### src/design/i2c_bus_pkg.sv
package i2c_bus_pkg;

    // I2C_CLK cycles per SCL period
    localparam int QUARTERS_PER_BIT = 4;

    // Position inside one bit period
    typedef enum logic [$clog2(QUARTERS_PER_BIT)-1:0] {
        PH_DRIVE    = 2'd0,
        PH_SCL_RISE = 2'd1,
        PH_SAMPLE   = 2'd2,
        PH_SCL_FALL = 2'd3
    } i2c_phase_t;

    // One state lasts exactly one bit period, except the byte states
    typedef enum logic [3:0] {
        ST_IDLE     = 4'd0,
        ST_START    = 4'd1,
        ST_ADDR     = 4'd2,
        ST_ADDR_ACK = 4'd3,
        ST_WR_DATA  = 4'd4,
        ST_RD_DATA  = 4'd5,
        ST_WR_ACK   = 4'd6,
        ST_RD_ACK   = 4'd7,
        ST_STOP     = 4'd8,
        ST_DONE     = 4'd9
    } i2c_state_t;

endpackage

### src/design/i2c_xfer_pkg.sv
package i2c_xfer_pkg;

    // Byte count of one transfer
    localparam int LEN_W = 8;

    // Address byte as seen by the host
    typedef struct packed {
        logic [6:0] addr;
        logic       rw;
    } addr_fields_t;

    // First byte on the wire, MSB first
    typedef union packed {
        logic [7:0]   raw;
        addr_fields_t f;
    } addr_byte_u;

endpackage

### src/design/i2c_mem_if.sv
`timescale 1ns/1ps

interface i2c_mem_if #(
    parameter int MEM_BYTES = 16
)();

    localparam int AW = $clog2(MEM_BYTES);

    logic          en;
    logic          we;
    logic [AW-1:0] addr;
    logic [7:0]    wdata;
    // One cycle after en
    logic [7:0]    rdata;

    modport engine (
        output en, we, addr, wdata,
        input  rdata
    );

    modport mem (
        input  en, we, addr, wdata,
        output rdata
    );

endinterface

### src/design/i2c_xfer_if.sv
`timescale 1ns/1ps

interface i2c_xfer_if
    import i2c_xfer_pkg::*;
();

    logic             start;
    addr_byte_u       addr_byte;
    logic [LEN_W-1:0] length;
    logic             busy;
    logic             finished;
    // Valid together with finished
    logic             no_ack;

    modport port (
        output start, addr_byte, length,
        input  busy, finished, no_ack
    );

    modport engine (
        input  start, addr_byte, length,
        output busy, finished, no_ack
    );

endinterface

### src/design/i2c_bit_engine.sv
`timescale 1ns/1ps

module i2c_bit_engine
    import i2c_bus_pkg::*;
    import i2c_xfer_pkg::*;
#(
    parameter int MEM_BYTES = 16
)(
    input  logic       I2C_CLK,
    input  logic       RST,
    i2c_xfer_if.engine xfer,
    i2c_mem_if.engine  mem,
    input  logic       sda_in,
    output logic       scl_low,
    output logic       sda_low
);

    localparam int AW = $clog2(MEM_BYTES);

    i2c_phase_t       phase;
    i2c_state_t       state;
    i2c_state_t       state_nx;
    logic             pending;
    logic             nack;
    logic [2:0]       bit_cnt;
    logic [LEN_W-1:0] byte_cnt;
    logic [LEN_W-1:0] wr_idx;
    logic [7:0]       rx_byte;
    logic             sda_bit;
    logic             sda_drv;
    logic             scl_hold;
    logic             last_bit;
    logic             last_byte;
    logic             is_read;

    assign last_bit  = (bit_cnt == 3'd7);
    assign last_byte = (byte_cnt == xfer.length);
    assign is_read   = xfer.addr_byte.f.rw;

    always_comb begin
        state_nx = state;
        case (state)
            ST_IDLE:     if (pending) state_nx = ST_START;
            ST_START:    state_nx = ST_ADDR;
            ST_ADDR:     if (last_bit) state_nx = ST_ADDR_ACK;
            ST_ADDR_ACK: begin
                if (sda_bit || xfer.length == '0)
                    state_nx = ST_STOP;
                else if (is_read)
                    state_nx = ST_RD_DATA;
                else
                    state_nx = ST_WR_DATA;
            end
            ST_WR_DATA:  if (last_bit) state_nx = ST_WR_ACK;
            ST_RD_DATA:  if (last_bit) state_nx = ST_RD_ACK;
            ST_WR_ACK:   state_nx = (sda_bit || last_byte) ? ST_STOP : ST_WR_DATA;
            ST_RD_ACK:   state_nx = last_byte ? ST_STOP : ST_RD_DATA;
            ST_STOP:     state_nx = ST_DONE;
            default:     state_nx = ST_IDLE;
        endcase
    end

    // SDA level for the coming bit, as drive-low
    always_comb begin
        sda_drv = 1'b0;
        case (state)
            ST_START:   sda_drv = 1'b1;
            ST_ADDR:    sda_drv = ~xfer.addr_byte.raw[3'd7 - bit_cnt];
            ST_WR_DATA: sda_drv = ~mem.rdata[3'd7 - bit_cnt];
            ST_RD_ACK:  sda_drv = !last_byte;
            ST_STOP:    sda_drv = 1'b1;
            default:    sda_drv = 1'b0;
        endcase
    end

    // SCL stays high through stop and done
    assign scl_hold = !(state inside {ST_IDLE, ST_STOP, ST_DONE});

    always_ff @(posedge I2C_CLK) begin
        if (RST) begin
            phase    <= PH_DRIVE;
            state    <= ST_IDLE;
            pending  <= 1'b0;
            nack     <= 1'b0;
            bit_cnt  <= '0;
            byte_cnt <= '0;
            scl_low  <= 1'b0;
            sda_low  <= 1'b0;
        end else begin
            phase <= i2c_phase_t'(phase + 2'd1);
            if (xfer.start) begin
                pending <= 1'b1;
            end
            case (phase)
                PH_DRIVE:    sda_low <= sda_drv;
                PH_SCL_RISE: scl_low <= 1'b0;
                PH_SCL_FALL: begin
                    scl_low <= scl_hold;
                    state   <= state_nx;
                    if (state == ST_IDLE && pending) begin
                        pending  <= 1'b0;
                        nack     <= 1'b0;
                        byte_cnt <= '0;
                    end
                    if (state inside {ST_ADDR, ST_WR_DATA, ST_RD_DATA}) begin
                        bit_cnt <= bit_cnt + 3'd1;
                    end
                    if (state inside {ST_WR_DATA, ST_RD_DATA} && last_bit) begin
                        byte_cnt <= byte_cnt + 1'b1;
                    end
                    if (state inside {ST_ADDR_ACK, ST_WR_ACK} && sda_bit) begin
                        nack <= 1'b1;
                    end
                end
                default: ;
            endcase
        end
    end

    // Line sampling, one cycle after SCL went high
    always_ff @(posedge I2C_CLK) begin
        if (phase == PH_SAMPLE) begin
            sda_bit <= sda_in;
            if (state == ST_RD_DATA) begin
                rx_byte <= {rx_byte[6:0], sda_in};
            end
        end
    end

    // byte_cnt has already moved past the received byte
    assign wr_idx    = byte_cnt - 1'b1;
    assign mem.we    = (state == ST_RD_ACK) && (phase == PH_SAMPLE);
    assign mem.en    = mem.we || ((state == ST_WR_ACK || (state == ST_ADDR_ACK && !is_read))
                                  && phase == PH_SAMPLE);
    assign mem.addr  = mem.we ? wr_idx[AW-1:0] : byte_cnt[AW-1:0];
    assign mem.wdata = rx_byte;

    assign xfer.busy     = pending || (state != ST_IDLE);
    assign xfer.finished = (state == ST_DONE) && (phase == PH_SCL_FALL);
    assign xfer.no_ack   = nack;

endmodule

### src/design/i2c_cmd_port.sv
`timescale 1ns/1ps

module i2c_cmd_port
    import i2c_xfer_pkg::*;
(
    input  logic             I2C_CLK,
    input  logic             RST,
    input  logic             req,
    input  addr_byte_u       addr_byte,
    input  logic [LEN_W-1:0] length,
    output logic             ack,
    output logic             done,
    output logic             no_ack,
    i2c_xfer_if.port         xfer
);

    localparam logic [1:0] C_IDLE  = 2'd0;
    localparam logic [1:0] C_START = 2'd1;
    localparam logic [1:0] C_WAIT  = 2'd2;
    localparam logic [1:0] C_ACK   = 2'd3;

    logic [1:0]       cstate;
    addr_byte_u       cmd;
    logic [LEN_W-1:0] cmd_len;

    always_ff @(posedge I2C_CLK) begin
        if (RST) begin
            cstate <= C_IDLE;
            done   <= 1'b0;
            no_ack <= 1'b0;
        end else begin
            case (cstate)
                C_IDLE: if (req) begin
                    cstate <= C_START;
                    done   <= 1'b0;
                    no_ack <= 1'b0;
                end
                C_START: if (!xfer.busy) begin
                    cstate <= C_WAIT;
                end
                C_WAIT: if (xfer.finished) begin
                    done   <= !xfer.no_ack;
                    no_ack <= xfer.no_ack;
                    cstate <= C_ACK;
                end
                default: if (!req) begin
                    cstate <= C_IDLE;
                end
            endcase
        end
    end

    // Zero length probe goes out as a write so no slave drives data
    always_ff @(posedge I2C_CLK) begin
        if (cstate == C_IDLE && req) begin
            cmd.f.addr <= addr_byte.f.addr;
            cmd.f.rw   <= addr_byte.f.rw && (length != '0);
            cmd_len    <= length;
        end
    end

    assign xfer.start     = (cstate == C_START) && !xfer.busy;
    assign xfer.addr_byte = cmd;
    assign xfer.length    = cmd_len;
    assign ack            = (cstate == C_ACK);

endmodule

### src/design/i2c_master_top.sv
`timescale 1ns/1ps

module i2c_master_top
    import i2c_xfer_pkg::*;
#(
    parameter int MEM_BYTES = 16
)(
    input  logic                         I2C_CLK,
    input  logic                         RST,
    input  logic                         req,
    output logic                         ack,
    input  addr_byte_u                   addr_byte,
    input  logic [LEN_W-1:0]             length,
    output logic                         done,
    output logic                         no_ack,
    input  logic                         buf_we,
    input  logic [$clog2(MEM_BYTES)-1:0] buf_addr,
    input  logic [7:0]                   buf_wdata,
    output logic [7:0]                   buf_rdata,
    output logic                         scl_low,
    output logic                         sda_low,
    input  logic                         sda_in
);

    i2c_xfer_if xfer_bus ();
    i2c_mem_if #(.MEM_BYTES(MEM_BYTES)) mem_bus ();

    i2c_cmd_port u_cmd_port (
        .I2C_CLK   (I2C_CLK),
        .RST       (RST),
        .req       (req),
        .addr_byte (addr_byte),
        .length    (length),
        .ack       (ack),
        .done      (done),
        .no_ack    (no_ack),
        .xfer      (xfer_bus.port)
    );

    xfer_buffer #(.MEM_BYTES(MEM_BYTES)) u_buffer (
        .I2C_CLK   (I2C_CLK),
        .buf_we    (buf_we),
        .buf_addr  (buf_addr),
        .buf_wdata (buf_wdata),
        .buf_rdata (buf_rdata),
        .eng       (mem_bus.mem)
    );

    // The board forms the open-drain lines from the drive-low outputs
    i2c_bit_engine #(.MEM_BYTES(MEM_BYTES)) u_engine (
        .I2C_CLK (I2C_CLK),
        .RST     (RST),
        .xfer    (xfer_bus.engine),
        .mem     (mem_bus.engine),
        .sda_in  (sda_in),
        .scl_low (scl_low),
        .sda_low (sda_low)
    );

endmodule

### src/design/xfer_buffer.sv
`timescale 1ns/1ps

module xfer_buffer #(
    parameter int MEM_BYTES = 16
)(
    input  logic                         I2C_CLK,
    input  logic                         buf_we,
    input  logic [$clog2(MEM_BYTES)-1:0] buf_addr,
    input  logic [7:0]                   buf_wdata,
    output logic [7:0]                   buf_rdata,
    i2c_mem_if.mem                       eng
);

    logic [7:0] mem [MEM_BYTES];

    // The handshake keeps host and engine writes apart
    always_ff @(posedge I2C_CLK) begin
        if (buf_we) begin
            mem[buf_addr] <= buf_wdata;
        end
        if (eng.en && eng.we) begin
            mem[eng.addr] <= eng.wdata;
        end
    end

    // Host read port
    always_ff @(posedge I2C_CLK) begin
        buf_rdata <= mem[buf_addr];
    end

    // Engine read holds its value between fetches
    always_ff @(posedge I2C_CLK) begin
        if (eng.en) begin
            eng.rdata <= mem[eng.addr];
        end
    end

endmodule

### config.mk
export PLATFORM = sky130hd
export DESIGN_NAME = i2c_master_top
export DESIGN_NICKNAME = d
export VERILOG_FILES = /design/src/design/i2c_bus_pkg.sv /design/src/design/i2c_xfer_pkg.sv /design/src/design/i2c_mem_if.sv /design/src/design/i2c_xfer_if.sv /design/src/design/i2c_bit_engine.sv /design/src/design/i2c_cmd_port.sv /design/src/design/i2c_master_top.sv /design/src/design/xfer_buffer.sv
export SDC_FILE = /design/constraint.sdc
export NUM_CORES = 1
export LEC_CHECK = 0
export BUFFER_PORTS_ARGS = -buffer_cell sky130_fd_sc_hd__buf_4
export CORE_UTILIZATION = 60
export DETAILED_ROUTE_END_ITERATION = 10
export PLACE_DENSITY = 0.88
export SETUP_SLACK_MARGIN = 0.4
export SLEW_MARGIN = 20
export SYNTH_ARGS = -nofsm -noshare
export SYNTH_HDL_FRONTEND = slang
export SYNTH_SLANG_ARGS = --single-unit
### constraint.sdc
create_clock -name I2C_CLK -period 5.8 [get_ports I2C_CLK]
set_input_delay 0.58 -clock I2C_CLK [delete_from_list [all_inputs] [get_ports I2C_CLK]]
set_output_delay 0.58 -clock I2C_CLK [all_outputs]
set_load 0.05 [all_outputs]
=== After elaboration in Yosys (flattened, before gate mapping) ===
Memories as Yosys holds them, arrays and structs flattened. A register that Yosys moved wholly into a read port is not among the register bits.
Index checks and enable logic that the tools add are counted.

* Register bits after elaboration: 50
* Bits in latches: 0
* RAM bits: 128
* Bits in read-only memories: 0
* Input bits: 33
* Memories: 1

* $add $sub $neg: 5
* Multipliers: 0
* Div/mod/pow operators: 0
* $lt $le $gt $ge: 1
* Equality and inequality tests: 25
* Shifts and indexed selects: 0
* Mux-type cells: 37
* Bitwise logic cells: 2
* Reductions and logical operators: 43

{| class="wikitable"
|+ Memory list
! name !! words !! width !! read ports !! clocked after memory_dff !! write ports !! line !! source
|-
| u_buffer.mem || 16 || 8 || 2 || 2 || 2 || xfer_buffer.sv:14 || <nowiki>logic [7:0] mem [MEM_BYTES];</nowiki>
|}

{| class="wikitable"
|+ Operator list
! kind !! count
|-
| one-hot mux 4 bit (9 select lines) || 1
|-
| 2-to-1 mux 4 bit || 8
|-
| equality test 4 x 3 -> 1 bit (second input constant) || 4
|-
| 2-to-1 mux 8 bit || 2
|-
| 2-to-1 mux 1 bit || 15
|-
| nonzero test 2 bit || 6
|-
| logical AND 1 bit || 11
|-
| != test 2 x 1 -> 1 bit (second input constant) || 5
|-
| adder 8 x 1 -> 8 bit (second input constant) || 1
|-
| equality test 2 bit (second input constant) || 4
|-
| equality test 4 x 2 -> 1 bit (second input constant) || 2
|-
| equality test 4 bit (second input constant) || 2
|-
| equality test 8 bit || 1
|-
| logical NOT 8 bit || 1
|-
| 2-to-1 mux 2 bit || 4
|-
| AND reduction 2 bit || 4
|-
| nonzero test 8 bit || 1
|-
| binary-select mux 1 bit (select 3 bit) || 2
|-
| one-hot mux 1 bit (2 select lines) || 3
|-
| one-hot mux 2 bit (3 select lines) || 1
|-
| nonzero test 3 bit || 2
|-
| logical NOT 1 bit || 5
|-
| logical OR 1 bit || 5
|-
| AND reduction 5 bit || 1
|-
| other kinds (18) || 22
|}

=== Longest topological paths before layout ===
* Word-level depth: 8
* Mapped depth: 12
* Depth with buffers taken out: 7

=== Modules after synthesis ===
Synthesis repeated with hierarchy kept, for this count alone.

* Cells, all modules: 723
* Area total of the unflattened synthesis: 10752.8 um^2

{| class="wikitable"
|+ By module, submodules not included
! module !! times used !! cells an instance !! area an instance (um^2) !! seq. area each (um^2)
|-
| xfer_buffer || 1 || 487 || 8139.1 || 4244.1
|-
| i2c_bit_engine || 1 || 186 || 1801.7 || 690.7
|-
| i2c_cmd_port || 1 || 50 || 812.0 || 560.5
|}

=== Least setup slack after synthesis ===
Ideal clock, no wire load.

* Kind: register to register
* Start point: register u_engine.byte_cnt[0]
* End point: memory u_buffer.mem[10][0], enable pin
* Library setup time: 384 ps
* Arrival: 3043 ps
* Data required time: 5416 ps
* Slack: 2373 ps
* Stages on the path, launching flop included: 12
* Buffers on the path: 6
* Cell sequence: dfxtp_1 buf_2 inv_1 buf_2 buf_1 ha_1 or3_1 buf_2 buf_6 or3_1 buf_4 o21ai_0

{| class="wikitable"
|+ RTL lines
! item !! line !! source
|-
| start, declared || i2c_bit_engine.sv:26 || <nowiki>logic [LEN_W-1:0] byte_cnt;</nowiki>
|-
| start signal, assigned || i2c_bit_engine.sv:109 || <nowiki>byte_cnt <= byte_cnt + 1'b1;</nowiki>
|-
| end, declared || xfer_buffer.sv:14 ||
|}

==> reports/results.tsv <==
metric	value	unit
synthArstFlopShare	0	%
slew_violations	0	
cp-start-kind	flip-flop	
synthFlopType	edfxtp_1	
mostFrequentLayoutCells	edfxtp_1 (161), mux2_2 (135), o221ai_1 (88)	
cts-root-buf	clkbuf_16	
die_area	0.01995	mm²
yosys_warnings	0	
multi_input_area	0.005703	mm²
drt_iter0_markers	1302	
hold_ws	0.3188	ns
antenna_left	0	
start_util	61.79	%
cp.required	5.86	ns
synth_area	0.01164	mm²
firstDrtPassIters	6	
cts_tree	done	
antenna_found_initial	0	
syn_area_per_cell	13.19	µm²
max-slew-margin-rel	33.37	%
seq_area	0.005499	mm²
rsz0062_at_grt	false	
worst_ep_arrival_time	3.55	ns
antenna_cells	0	
p_comb_share	11.0	%
drc_errors	0	
layout_commonest_cell	edfxtp_1	
p_leak	4.257	nW
max_freq	286.8	MHz
synth-edff-count	161	
cap_violations	0	
rows	50	
min_path_type	input pin to flip-flop	
finalSetupViolations	0	
path_class	flip-flop to flip-flop	
seqPwrFrac	50.7	%
hold_violations	0	
cts_inserted_buffers	17	
cts.sinks	194	
p_int	2.423	mW
grt_remaining_overflow	0	
outcome	complete, no violations	
portBuffers	45	
grt_pass1_vias	8267	
cp_max_fo	50	
power.switching	773.0	µW
seq_area_frac_synth	47.23	%
drive_above_1_share	35.26	%
place_congestion	0.9383	
synth_nets	928	
cts_htree_levels	4	
die_w	141.3	µm
fill_cells	1286	
powerDensity	252.7	mW/mm²
fin_tns_setup	0	ns
grt_max_degree	79	
avgRoutedWirePerCell	28.31	µm
routed_wirelength	32340	µm
synth_seq_cells	194	
clkLatencyLatePin	0.44	ns
pwr-share-clk	38.4	%
grt_use_total	33.53	%
clk_pin_slew_worst_paths	0.07	ns
area_growth	8.666	%
ioPinCount	46	
crit_path_end_kind	flip-flop	
cts_buffer_depth	2	
swShare	24.19	%
ys_types	59	
peakVddDrop	225.6	µV
core_area	0.01883	mm²
fin_skew	0.01304	ns
via_per_inst	7.679	
dp_hpwl	20560	µm
postCtsSetupBuffers	0	
min_period	3.487	ns
period_share	60.12	%
nets	916	
synthCells	882	
cts_resized	0	
die_h	141.3	µm
vias	8769	
cts_hold_buf	0	
grt_pass1_wl	49510	µm
max_slew.worst_pin.slew	0.9890	ns
## final cells by class
class,instances,share of cell area (%)
clock inverters,10,1.178
multi-input cells,581,45.10
inverters,14,0.4156
well taps,260,2.573
repair buffers,62,3.681
flip-flops and latches,194,43.49
clock buffers,21,3.562
## per-layer routing
layer,GRT usage [%],routed length (µm),share of wire (%),vias to the layer above
met5,0,0,0,-
met2,49.95,14680,45,779
met4,20.42,2010,6.2,0
met3,9.450,4274,13,145
li1,-,-,-,3609
met1,43.73,11370,35,4236
## stage by stage
stage	total power, mW	std cells	instance area [µm²]	utilization (%)	worst slack [ns]
2_1_floorplan	1.883	882	11640	-	2.373
3_3_place_gp	1.981	1111	12050	63.97	2.526
3_5_place_dp	1.994	1111	12050	63.97	2.368
4_1_cts	3.195	1142	12640	67.15	2.318
5_1_grt	3.287	1142	12640	67.15	2.156
6_report	3.196	1142	12640	67.15	2.313
## Yosys cell counts (4+ instances only)
| master | n | area share (%) |
|---|---|---|
| nor4_1 | 7 | 0.38 |
| nor2b_1 | 9 | 0.48 |
| o21ai_0 | 23 | 0.99 |
| and2_1 | 8 | 0.43 |
| and3_1 | 4 | 0.22 |
| nand3b_1 | 4 | 0.26 |
| or4_1 | 10 | 0.65 |
| o22ai_1 | 15 | 0.81 |
| or3_1 | 12 | 0.65 |
| mux4_2 | 44 | 8.5 |
| inv_1 | 14 | 0.45 |
| nand3_1 | 6 | 0.26 |
| xor2_1 | 16 | 1.2 |
| a22oi_1 | 4 | 0.26 |
| a221oi_1 | 17 | 1.3 |
| dfxtp_1 | 33 | 5.7 |
| clkbuf_1 | 61 | 2.0 |
| mux2_2 | 135 | 13 |
| ha_1 | 13 | 1.4 |
| nand3_2 | 4 | 0.34 |
| nand2_1 | 8 | 0.26 |
| nor2_1 | 27 | 0.87 |
| nand2b_1 | 7 | 0.38 |
| mux2_4 | 24 | 3.1 |
| a211oi_1 | 18 | 1.2 |
| o221ai_1 | 88 | 6.6 |
| nor3_1 | 7 | 0.30 |
| a21oi_1 | 17 | 0.73 |
| o211ai_1 | 5 | 0.32 |
| mux2i_1 | 11 | 0.95 |
| edfxtp_1 | 161 | 42 |
| buf_2 | 21 | 0.90 |
| buf_1 | 4 | 0.13 |
## registers in the layout, summed over array words and instances (netlist names), 3 cells and up
register and count:
u_buffer.buf_rdata 8, u_engine.byte_cnt 8, u_engine.mem.wdata 8, u_engine.bit_cnt 3
u_cmd_port.xfer.length 8, u_engine.state 4, u_cmd_port.xfer.addr_byte 8, u_buffer.eng.rdata 8
u_buffer.mem 128
## power by group through the flow
| stage | sequential [mW] | combinational (mW) | clock [mW] |
|---|---|---|---|
| after global routing | 1.63 | 0.378 | 1.28 |
| after global placement | 1.65 | 0.335 | 0 |
| after detailed placement | 1.65 | 0.345 | 0 |
| final | 1.62 | 0.350 | 1.23 |
| after CTS | 1.62 | 0.348 | 1.23 |
| after floorplan | 1.66 | 0.221 | 0 |
## final timing paths
path	start	to	slack, ns	cells past startpoint
worst min-delay path	addr_byte[3]	u_cmd_port.xfer.addr_byte[3]$_DFFE_PP_	0.32	1
worst min register to register	u_engine.phase[0]$_SDFF_PP0_	u_engine.phase[0]$_SDFF_PP0_	0.47	1
worst max register to register	u_engine.byte_cnt[1]$_SDFFE_PP0P_	u_buffer.mem[11][1]$_DFFE_PP_	2.31	6
worst max-delay path	u_engine.byte_cnt[1]$_SDFFE_PP0P_	u_buffer.mem[11][1]$_DFFE_PP_	2.31	6
## critical path: stages (launching register included)
cell and delay, ns:
dfxtp_1 0.57, inv_1 0.20, ha_1 0.41, or3_1 0.41, buf_4 0.31, or3_1 0.67, o21ai_1 0.51
## kinds of logic after synthesis
| family | after synthesis | synth area share [%] |
|---|---|---|
| muxes | 214 | 25.62 |
| AOI/OAI and AO/OA | 213 | 14.05 |
| DFF | 194 | 47.23 |
| and+or+nand+nor | 124 | 6.441 |
| buffers and inverters | 107 | 3.978 |
| xor gates and xnor gates | 17 | 1.280 |
| adders and majority gates | 13 | 1.398 |
(Power assumes the default switching activity.)
